`src/hw/mci_pkg.sv`:
```
/*
 * Shared definitions for the management-control register subsystem
 * Geometry of the banks, AXI response codes and the address word layout
 * Every RTL file refers to these by scoped name
 */
package mci_pkg;

    //////////////////////////////
    // Bus geometry
    //////////////////////////////
    localparam int DATA_WIDTH = 32;                 // Data word
    localparam int STRB_WIDTH = DATA_WIDTH / 8;     // One strobe per byte
    localparam int ADDR_WIDTH = 8;                  // AXI byte address

    //////////////////////////////
    // Bank geometry
    //////////////////////////////
    localparam int NUM_BANKS     = 4;
    localparam int BANK_WIDTH    = $clog2(NUM_BANKS);
    localparam int REGS_PER_BANK = 8;               // Control plus seven scratch
    localparam int REG_IDX_WIDTH = $clog2(REGS_PER_BANK);
    localparam int BYTE_WIDTH    = $clog2(STRB_WIDTH);

    localparam int CTRL_REG = 0;                    // Register index of the control word
    localparam int LOCK_BIT = 0;                    // Sticky lock inside the control word

    // AXI response codes
    localparam logic [1:0] RESP_OKAY   = 2'b00;
    localparam logic [1:0] RESP_SLVERR = 2'b10;

    //////////////////////////////
    // Address word
    //////////////////////////////

    // Field view of a request address
    typedef struct packed {
        logic                     oor;      // Above the mapped window
        logic [BANK_WIDTH-1:0]    bank;     // Bank select
        logic [REG_IDX_WIDTH-1:0] reg_idx;  // Register within the bank
        logic [BYTE_WIDTH-1:0]    byte_off; // Byte lane, ignored by the banks
    } addr_fields_t;

    // Same address word, flat or split into fields
    typedef union packed {
        logic [ADDR_WIDTH-1:0] offset;      // Raw byte offset from the bus
        addr_fields_t          f;
    } addr_u;

endpackage

```
`src/hw/mci_axil_slave.sv`:
```
`timescale 1ns/1ps

/*
 * AXI4-Lite slave in front of the register banks
 * Accepts one request at a time, a write wins over a read in the same cycle
 * Issues a one-cycle request pulse and holds the B or R response until taken
 */
module mci_axil_slave (
    input  logic                                  clk,
    input  logic                                  arst_n,

    // Write address
    input  logic                                  awvalid,
    output logic                                  awready,
    input  logic [mci_pkg::ADDR_WIDTH-1:0]        awaddr,
    // Write data
    input  logic                                  wvalid,
    output logic                                  wready,
    input  logic [mci_pkg::DATA_WIDTH-1:0]        wdata,
    input  logic [mci_pkg::STRB_WIDTH-1:0]        wstrb,
    // Write response
    output logic                                  bvalid,
    input  logic                                  bready,
    output logic [1:0]                            bresp,
    // Read address
    input  logic                                  arvalid,
    output logic                                  arready,
    input  logic [mci_pkg::ADDR_WIDTH-1:0]        araddr,
    // Read data
    output logic                                  rvalid,
    input  logic                                  rready,
    output logic [mci_pkg::DATA_WIDTH-1:0]        rdata,
    output logic [1:0]                            rresp,

    // Request to the banks
    output logic                                  req_valid,
    output logic                                  req_wr,
    output logic [mci_pkg::REG_IDX_WIDTH-1:0]     req_reg,
    output logic [mci_pkg::DATA_WIDTH-1:0]        req_wdata,
    output logic [mci_pkg::DATA_WIDTH-1:0]        req_biten,
    output logic [mci_pkg::NUM_BANKS-1:0]         req_sel,

    // Response from the merger
    input  logic                                  rsp_valid,
    input  logic                                  rsp_wr,
    input  logic [mci_pkg::DATA_WIDTH-1:0]        rsp_rdata,
    input  logic                                  rsp_err
);

    logic                              busy;       // Request sent, response not back yet
    logic                              idle;
    logic                              wr_hs;      // AW and W taken this edge
    logic                              rd_hs;      // AR taken this edge
    mci_pkg::addr_u                    dec_addr;
    logic [mci_pkg::NUM_BANKS-1:0]     dec_sel;
    logic [mci_pkg::DATA_WIDTH-1:0]    dec_biten;
    logic [1:0]                        rsp_code;

    //////////////////////////////
    // Handshakes
    //////////////////////////////

    // New work only with nothing in flight and nothing waiting on the host
    assign idle    = ~busy & ~bvalid & ~rvalid;
    assign awready = idle & awvalid & wvalid;        // AW and W go as a pair
    assign wready  = awready;
    assign arready = idle & arvalid & ~(awvalid & wvalid); // Write has priority
    assign wr_hs   = awvalid & awready;
    assign rd_hs   = arvalid & arready;

    //////////////////////////////
    // Decode
    //////////////////////////////
    assign dec_addr.offset = wr_hs ? awaddr : araddr;

    always_comb begin
        dec_sel = '0;
        if (!dec_addr.f.oor) begin
            dec_sel[dec_addr.f.bank] = 1'b1;          // One-hot bank
        end
    end

    // Byte strobes widened to bit enables
    for (genvar i = 0; i < mci_pkg::DATA_WIDTH; i++) begin : g_biten
        assign dec_biten[i] = wstrb[i / (mci_pkg::DATA_WIDTH / mci_pkg::STRB_WIDTH)];
    end

    //////////////////////////////
    // Request issue
    //////////////////////////////
    always_ff @(posedge clk or negedge arst_n) begin
        if (!arst_n) begin
            busy      <= 1'b0;
            req_valid <= 1'b0;
            req_wr    <= 1'b0;
            req_sel   <= '0;
        end else begin
            req_valid <= wr_hs | rd_hs;              // Single-cycle pulse
            if (wr_hs || rd_hs) begin
                busy    <= 1'b1;
                req_wr  <= wr_hs;
                req_sel <= dec_sel;
            end else if (rsp_valid) begin
                busy <= 1'b0;                        // Response now sits in B or R
            end
        end
    end

    // Request payload
    always_ff @(posedge clk) begin
        if (wr_hs || rd_hs) begin
            req_reg   <= dec_addr.f.reg_idx;
            req_wdata <= wdata;
            req_biten <= wr_hs ? dec_biten : '0;     // Reads enable nothing
        end
    end

    //////////////////////////////
    // Response hold
    //////////////////////////////
    assign rsp_code = rsp_err ? mci_pkg::RESP_SLVERR : mci_pkg::RESP_OKAY;

    always_ff @(posedge clk or negedge arst_n) begin
        if (!arst_n) begin
            bvalid <= 1'b0;
            rvalid <= 1'b0;
        end else begin
            if (rsp_valid && rsp_wr) begin
                bvalid <= 1'b1;
            end else if (bready) begin
                bvalid <= 1'b0;
            end
            if (rsp_valid && !rsp_wr) begin
                rvalid <= 1'b1;
            end else if (rready) begin
                rvalid <= 1'b0;
            end
        end
    end

    always_ff @(posedge clk) begin
        if (rsp_valid && rsp_wr) begin
            bresp <= rsp_code;
        end
        if (rsp_valid && !rsp_wr) begin
            rresp <= rsp_code;
            rdata <= rsp_rdata;                      // Already zero on error
        end
    end

    //////////////////////////////
    // Checks
    //////////////////////////////
    a_single_rsp : assert property (@(posedge clk) disable iff (!arst_n)
        !(bvalid && rvalid));

    // Held under back-pressure
    a_b_hold : assert property (@(posedge clk) disable iff (!arst_n)
        bvalid && !bready |=> bvalid && $stable(bresp));
    a_r_hold : assert property (@(posedge clk) disable iff (!arst_n)
        rvalid && !rready |=> rvalid && $stable(rresp) && $stable(rdata));

    a_sel_onehot : assert property (@(posedge clk) disable iff (!arst_n)
        req_valid |-> $onehot0(req_sel));

endmodule

```
`src/hw/mci_reg_bank.sv`:
```
`timescale 1ns/1ps

/*
 * One lockable scratch-register bank
 * Register 0 is control with a sticky lock, registers 1 to 7 are scratch
 * Locked banks refuse scratch writes with an error until reset
 */
module mci_reg_bank (
    input  logic                                  clk,
    input  logic                                  arst_n,

    // Shared request
    input  logic                                  req_valid,
    input  logic                                  req_wr,
    input  logic [mci_pkg::REG_IDX_WIDTH-1:0]     req_reg,
    input  logic [mci_pkg::DATA_WIDTH-1:0]        req_wdata,
    input  logic [mci_pkg::DATA_WIDTH-1:0]        req_biten,
    input  logic                                  sel,        // This bank addressed

    // Per-bank results
    output logic [mci_pkg::DATA_WIDTH-1:0]        rdata,
    output logic                                  wr_err,
    output logic                                  lock
);

    // Register file
    logic [mci_pkg::DATA_WIDTH-1:0] regs [mci_pkg::REGS_PER_BANK];

    logic                           wr_en;        // Selected write this cycle
    logic                           scratch_tgt;  // Target is not the control word
    logic [mci_pkg::DATA_WIDTH-1:0] wr_word;      // Value after bit-enable merge

    //////////////////////////////
    // Access decode
    //////////////////////////////
    assign wr_en       = req_valid & sel & req_wr;
    assign scratch_tgt = (req_reg != mci_pkg::REG_IDX_WIDTH'(mci_pkg::CTRL_REG));

    // Control writes always pass
    assign wr_err = wr_en & scratch_tgt & lock;

    // Lock lives in the control word
    assign lock = regs[mci_pkg::CTRL_REG][mci_pkg::LOCK_BIT];

    // Read path
    assign rdata = regs[req_reg];                 // Plain index that the merger qualifies

    //////////////////////////////
    // Write merge
    //////////////////////////////
    always_comb begin
        // Keep bits that are not enabled
        wr_word = (regs[req_reg] & ~req_biten) | (req_wdata & req_biten);
        if (!scratch_tgt) begin
            // Lock only sets, never clears
            wr_word[mci_pkg::LOCK_BIT] = wr_word[mci_pkg::LOCK_BIT] | lock;
        end
    end

    //////////////////////////////
    // Storage
    //////////////////////////////
    always_ff @(posedge clk or negedge arst_n) begin
        if (!arst_n) begin
            for (int r = 0; r < mci_pkg::REGS_PER_BANK; r++) begin
                regs[r] <= '0;
            end
        end else if (wr_en && !wr_err) begin
            regs[req_reg] <= wr_word;             // Refused writes leave data as is
        end
    end

    //////////////////////////////
    // Checks
    //////////////////////////////

    // Sticky until reset
    a_lock_sticky : assert property (@(posedge clk) disable iff (!arst_n)
        lock |=> lock);

endmodule

```
`src/hw/mci_reg_top.sv`:
```
`timescale 1ns/1ps

/*
 * Top of the management-control register subsystem
 * AXI4-Lite slave feeds a row of lockable scratch banks, the merger drains them
 * bank_lock shows the sticky lock of every bank
 */
module mci_reg_top (
    input  logic                              clk,
    input  logic                              arst_n,

    // AXI4-Lite write address
    input  logic                              awvalid,
    output logic                              awready,
    input  logic [mci_pkg::ADDR_WIDTH-1:0]    awaddr,
    // AXI4-Lite write data
    input  logic                              wvalid,
    output logic                              wready,
    input  logic [mci_pkg::DATA_WIDTH-1:0]    wdata,
    input  logic [mci_pkg::STRB_WIDTH-1:0]    wstrb,
    // AXI4-Lite write response
    output logic                              bvalid,
    input  logic                              bready,
    output logic [1:0]                        bresp,
    // AXI4-Lite read address
    input  logic                              arvalid,
    output logic                              arready,
    input  logic [mci_pkg::ADDR_WIDTH-1:0]    araddr,
    // AXI4-Lite read data
    output logic                              rvalid,
    input  logic                              rready,
    output logic [mci_pkg::DATA_WIDTH-1:0]    rdata,
    output logic [1:0]                        rresp,

    // Lock status per bank
    output logic [mci_pkg::NUM_BANKS-1:0]     bank_lock
);

    // Request fan-out
    logic                                                   req_valid;
    logic                                                   req_wr;
    logic [mci_pkg::REG_IDX_WIDTH-1:0]                      req_reg;
    logic [mci_pkg::DATA_WIDTH-1:0]                         req_wdata;
    logic [mci_pkg::DATA_WIDTH-1:0]                         req_biten;
    logic [mci_pkg::NUM_BANKS-1:0]                          req_sel;

    // Bank results
    logic [mci_pkg::NUM_BANKS-1:0][mci_pkg::DATA_WIDTH-1:0] bank_rdata;
    logic [mci_pkg::NUM_BANKS-1:0]                          bank_wr_err;

    // Merged response
    logic                                                   rsp_valid;
    logic                                                   rsp_wr;
    logic [mci_pkg::DATA_WIDTH-1:0]                         rsp_rdata;
    logic                                                   rsp_err;

    //////////////////////////////
    // Bus front end
    //////////////////////////////
    mci_axil_slave i_axil_slave (
        .clk        (clk),
        .arst_n     (arst_n),
        .awvalid    (awvalid),
        .awready    (awready),
        .awaddr     (awaddr),
        .wvalid     (wvalid),
        .wready     (wready),
        .wdata      (wdata),
        .wstrb      (wstrb),
        .bvalid     (bvalid),
        .bready     (bready),
        .bresp      (bresp),
        .arvalid    (arvalid),
        .arready    (arready),
        .araddr     (araddr),
        .rvalid     (rvalid),
        .rready     (rready),
        .rdata      (rdata),
        .rresp      (rresp),
        .req_valid  (req_valid),
        .req_wr     (req_wr),
        .req_reg    (req_reg),
        .req_wdata  (req_wdata),
        .req_biten  (req_biten),
        .req_sel    (req_sel),
        .rsp_valid  (rsp_valid),
        .rsp_wr     (rsp_wr),
        .rsp_rdata  (rsp_rdata),
        .rsp_err    (rsp_err)
    );

    //////////////////////////////
    // Banks
    //////////////////////////////
    for (genvar b = 0; b < mci_pkg::NUM_BANKS; b++) begin : g_bank
        mci_reg_bank i_bank (
            .clk        (clk),
            .arst_n     (arst_n),
            .req_valid  (req_valid),
            .req_wr     (req_wr),
            .req_reg    (req_reg),
            .req_wdata  (req_wdata),
            .req_biten  (req_biten),
            .sel        (req_sel[b]),        // Own select bit only
            .rdata      (bank_rdata[b]),
            .wr_err     (bank_wr_err[b]),
            .lock       (bank_lock[b])
        );
    end

    //////////////////////////////
    // Response drain
    //////////////////////////////
    mci_rsp_merge i_rsp_merge (
        .clk          (clk),
        .arst_n       (arst_n),
        .req_valid    (req_valid),
        .req_wr       (req_wr),
        .req_sel      (req_sel),
        .bank_rdata   (bank_rdata),
        .bank_wr_err  (bank_wr_err),
        .rsp_valid    (rsp_valid),
        .rsp_wr       (rsp_wr),
        .rsp_rdata    (rsp_rdata),
        .rsp_err      (rsp_err)
    );

endmodule

```
`src/hw/mci_rsp_merge.sv`:
```
`timescale 1ns/1ps

/*
 * Response drain for the register banks
 * Picks the addressed bank's read data and error by the one-hot select
 * Registers one response per request, one cycle after the request pulse
 */
module mci_rsp_merge (
    input  logic                                                     clk,
    input  logic                                                     arst_n,

    // Request as seen by the banks
    input  logic                                                     req_valid,
    input  logic                                                     req_wr,
    input  logic [mci_pkg::NUM_BANKS-1:0]                            req_sel,

    // Bank results
    input  logic [mci_pkg::NUM_BANKS-1:0][mci_pkg::DATA_WIDTH-1:0]   bank_rdata,
    input  logic [mci_pkg::NUM_BANKS-1:0]                            bank_wr_err,

    // Registered response
    output logic                                                     rsp_valid,
    output logic                                                     rsp_wr,
    output logic [mci_pkg::DATA_WIDTH-1:0]                           rsp_rdata,
    output logic                                                     rsp_err
);

    logic [mci_pkg::DATA_WIDTH-1:0] sel_rdata;
    logic                           sel_err;
    logic                           dec_err;      // Address hit no bank
    logic                           err;

    // AND-OR mux over the one-hot select
    always_comb begin
        sel_rdata = '0;
        sel_err   = 1'b0;
        for (int b = 0; b < mci_pkg::NUM_BANKS; b++) begin
            if (req_sel[b]) begin
                sel_rdata = sel_rdata | bank_rdata[b];
                sel_err   = sel_err | bank_wr_err[b];
            end
        end
    end

    assign dec_err = ~|req_sel;
    assign err     = dec_err | sel_err;

    //////////////////////////////
    // Response register
    //////////////////////////////
    always_ff @(posedge clk or negedge arst_n) begin
        if (!arst_n) begin
            rsp_valid <= 1'b0;
        end else begin
            rsp_valid <= req_valid;               // One response per pulse
        end
    end

    always_ff @(posedge clk) begin
        if (req_valid) begin
            rsp_wr    <= req_wr;
            rsp_err   <= err;
            rsp_rdata <= err ? '0 : sel_rdata;    // No data leaks on error
        end
    end

    // Single request in flight upstream
    a_rsp_pulse : assert property (@(posedge clk) disable iff (!arst_n)
        rsp_valid |=> !rsp_valid);

endmodule
```
`config.mk`:
```
export PLATFORM = sky130hd
export DESIGN_NAME = mci_reg_top
export DESIGN_NICKNAME = d
export VERILOG_FILES = /design/src/hw/mci_pkg.sv /design/src/hw/mci_axil_slave.sv /design/src/hw/mci_reg_bank.sv /design/src/hw/mci_reg_top.sv /design/src/hw/mci_rsp_merge.sv
export SDC_FILE = /design/constraint.sdc
export NUM_CORES = 2
export LEC_CHECK = 0
export BUFFER_PORTS_ARGS = -buffer_cell sky130_fd_sc_hd__buf_2
export CAP_MARGIN = 10
export CORE_UTILIZATION = 57
export CTS_CLUSTER_DIAMETER = 40
export DETAILED_ROUTE_END_ITERATION = 12
export PLACE_DENSITY = 0.73
export SYNTH_ARGS = -nofsm -noshare
export SYNTH_HDL_FRONTEND = slang
export SYNTH_HIERARCHICAL = 1
export SYNTH_SLANG_ARGS = --single-unit
```
`constraint.sdc`:
```
create_clock -name clk -period 7.8 [get_ports clk]
set_input_delay 0.78 -clock clk [delete_from_list [all_inputs] [get_ports clk]]
set_output_delay 0.78 -clock clk [all_outputs]
set_load 0.02 [all_outputs]
```
==> results.py <==
metrics = {
    "timing": {
        "final-hold-violation-count": 0,
        "finClkSkew_ps": 30.76,
        "fin_ws_ps": 3314,
        "slew_viol_final": 0,
        "max_freq_mhz": 222.9,
        "finalCritPeriodShare": 0.5752,
        "slew_headroom": 0.2022,
        "tns_ps": 0,
        "setup-violations-final": 0,
        "finalCriticalPeriod_ps": 4486,
        "whs_ps": 56.70,
        "rsz0062_at_grt": "false",
        "tightestPinTransition_ps": 1197,
    },
    "yosys": {
        "post_synth_num_cell_types": 43,
        "synth_edf_count": 107,
        "synth_largest_area_cell": "dfrtp_1",
        "async_flop_share": 0.9062,
        "yosys.area_share.xor_xnor": 0,
        "synth_flop_cell": "dfrtp_1",
        "synth_top_family_by_area": "compound AO/OA/AOI/OAI gates",
        "synth_top_area_share": 0.4886,
        "ys.warnings.count": 6,
        "synthCells": 4981,
        "ys_seq_elements": 1141,
        "yosysSeqAreaShare": 0.5493,
        "synthAdderAreaFrac": 0,
        "avgSynthCellArea_um2": 10.63,
        "synth_compound_area_frac": 0.1929,
        "synth_mux_area_frac": 0.09782,
        "synthSimpleGateAreaFrac": 0.1176,
        "ys_top_cells_by_area": "dfrtp_1, mux2i_1, o21ai_0",
        "synth_area_um2": 52960,
    },
    "floorplanning": {
        "die-area_um2": 94130,
        "die_y_um": 306.8,
        "coreArea_um2": 91800,
        "start_util": 0.5768,
        "num_rows": 111,
        "io_pins": 104,
        "die_w_um": 306.8,
    },
    "route": {
        "post_drt_wl_per_cell_um": 22.94,
        "first_pass_iters": 6,
        "vias_per_cell": 5.994,
        "wirelength_um": 145300,
        "wl_met1_um": 60810,
        "vias": 37970,
        "top_layer": "met5",
        "dr_wl_met3_um": 11510,
        "drt_iter0_markers": 3272,
        "drc": 0,
        "postRouteAntennaNets": 0,
        "dr_wl_met2_um": 64540,
    },
    "finish": {
        "final_cell_mix": "dfrtp_1, nand2_1, o21ai_0, mux2i_1, o22ai_1",
        "drive_above_1_share": 0.1510,
        "top_register": "g_bank.i_bank/regs",
        "synthToLayoutAreaGrowth_pct": 11.73,
        "nFillCells": 7167,
        "layout_commonest_cell": "dfrtp_1",
        "layout.nets": 4981,
        "final_area_um2": 59170,
        "largest_reg_flops": 1020,
    },
    "global_route": {
        "grt_pass1_vias": 37260,
        "grt_pass1_wl_um": 223400,
        "antenna_found_initial": 21,
        "gr-usage-all-layers": 0.3145,
        "grt_overflow": 0,
        "grt_max_degree": 169,
    },
    "place": {
        "placed_area_um2": 53540,
        "gp_congestion": 0.8383,
        "preCtsSetupSlack_ps": 3404,
        "dpl.hpwl_um": 83740,
        "port_buffers": 97,
    },
    "worst_setup_path": {
        "cp-start-kind": "flip-flop",
        "timing.rr.end": "i_rsp_merge/rsp_rdata[6]$_SDFFCE_PP0P_",
        "cp_common_cell": "buf_4",
        "required_ps": 8250,
        "critPathKind": "reg -> reg",
        "arrival_ps": 4940,
        "r2r_start": "i_axil_slave/req_reg[0]$_DFFE_PP_",
        "cp_slowest_cell": "buf_4",
        "cp-end-kind": "flip-flop",
        "cp_max_fo": 83,
        "cpPeakStageDelay_ps": 920,
        "reg2reg_depth": 8,
        "path_cells": "buf_12 > buf_4 > buf_4 > mux2i_1 > o22ai_1 > or2_2 > a22oi_1 > a21oi_2",
        "r2r_slack_ps": 3310,
    },
    "clocking": {
        "ctsRootBufferMaster": "clkbuf_16",
        "clock_latency_ps": 750,
        "cts_tree": "done",
        "cts_hold_buf": 0,
        "postCtsResizedCells": 0,
        "cts.sinks": 1141,
        "cts_setup_buffers": 0,
        "cts_buffers": 154,
        "cts_max_level": 4,
        "clock_path_buffers": 3,
        "path_clk_slew_ps": 50,
    },
    "pwr": {
        "vdd_drop_max_v": 0.0001630,
        "power_mw": 13.58,
        "power_leakage_nw": 26.12,
        "powerDensity_nw_per_um2": 229.6,
    },
    "flow_run": {
        "drv_cap": 0,
    },
    "status": {
        "status": "finished, final reports clean",
    },
    "hold_path": {
        "hold_class": "in -> async",
    },
}
metal layers:
layer  vias up  global-route usage
li1      17510                   -
met1     18770              0.4236
met2      1369              0.4683
met3       307             0.07119
met4         8              0.1855
met5         -                   0
power breakdown:
group / total, mW / leakage, nW / switching (mW) / internal [mW]
logic: 0.162 / 8.24 / 0.140 / 0.0218
clock network: 7.42 / 2.66 / 2.76 / 4.67
registers: 6.00 / 15.2 / 0.00211 / 6.00
total: 13.6 / 26.1 / 2.90 / 10.7
critical path: cells and delay by family (launching register included):
family                 cells  cell delay, ps
flip-flops                 1             370
AO/OA/AOI/OAI              3             910
multiplexers               1             280
buffers and inverters      3            2150
AND/OR/NAND/NOR            1             360
layout make-up:
type | count | area (um^2) | share of cell area
Clock buffer | 194 | 4388 | 0.07416
Inverter | 5 | 18.77 | 0.0003172
Antenna cell | 37 | 92.59 | 0.001565
Clock inverter | 94 | 1144 | 0.01933
Timing Repair Buffer | 178 | 1216 | 0.02055
Sequential cell | 1141 | 29090 | 0.4917
Tap cell | 1243 | 1555 | 0.02629
Multi-Input combinational cell | 3442 | 21660 | 0.3661
synth_stat cells, types with 3 or more instances:
cell / instances
inv_1: 5
a22oi_1: 71
nand3b_1: 4
and3_1: 4
dfrtp_1: 1034
nand4_1: 8
clkbuf_2: 16
edfxtp_1: 107
a21o_1: 3
a21oi_1: 24
nor3_1: 14
o31ai_4: 124
mux2_2: 4
clkbuf_1: 158
o21ai_0: 894
nor2_1: 53
mux2i_1: 513
or3_1: 12
o21ai_1: 108
buf_6: 56
a31oi_1: 28
o21bai_1: 4
buf_4: 39
or2_1: 12
a21oi_2: 9
buf_2: 125
nand4b_4: 4
nand2_1: 1005
nand2b_1: 132
o22ai_1: 256
or2_2: 140
or3b_1: 4
worst max-delay path by stage:
| stage | slack (ps) | end | startpoint | cells after the start |
|---|---|---|---|---|
| 2_1_floorplan | 5100 | g_bank[0].i_bank/regs[72]$_DFFE_PN0P_ | i_axil_slave/req_valid$_DFF_PN0_ | 6 |
| 3_3_place_gp | 3460 | i_rsp_merge/rsp_rdata[6]$_SDFFCE_PP0P_ | i_axil_slave/req_reg[0]$_DFFE_PP_ | 8 |
| 3_5_place_dp | 3400 | i_rsp_merge/rsp_rdata[6]$_SDFFCE_PP0P_ | i_axil_slave/req_reg[0]$_DFFE_PP_ | 8 |
| 4_1_cts | 3380 | i_rsp_merge/rsp_rdata[6]$_SDFFCE_PP0P_ | i_axil_slave/req_reg[0]$_DFFE_PP_ | 8 |
| 5_1_grt | 3110 | i_rsp_merge/rsp_rdata[6]$_SDFFCE_PP0P_ | i_axil_slave/req_reg[0]$_DFFE_PP_ | 8 |
| 6_report | 3310 | i_rsp_merge/rsp_rdata[6]$_SDFFCE_PP0P_ | i_axil_slave/req_reg[0]$_DFFE_PP_ | 8 |
kinds of logic after synthesis:
| logic type | after synthesis |
|---|---|
| compound gates | 1521 |
| simple gates | 1402 |
| flops | 1141 |
| mux | 517 |
| buf+inv | 399 |
| other cells | 1 |
stage by stage:
stage | cells | util
floorplan | 4982 | -
global placement | 6009 | 0.5833
detailed placement | 6009 | 0.5833
CTS | 6297 | 0.6435
global route | 6319 | 0.6441
finish | 6334 | 0.6445
Note: power is estimated with default switching activity, not from simulation.
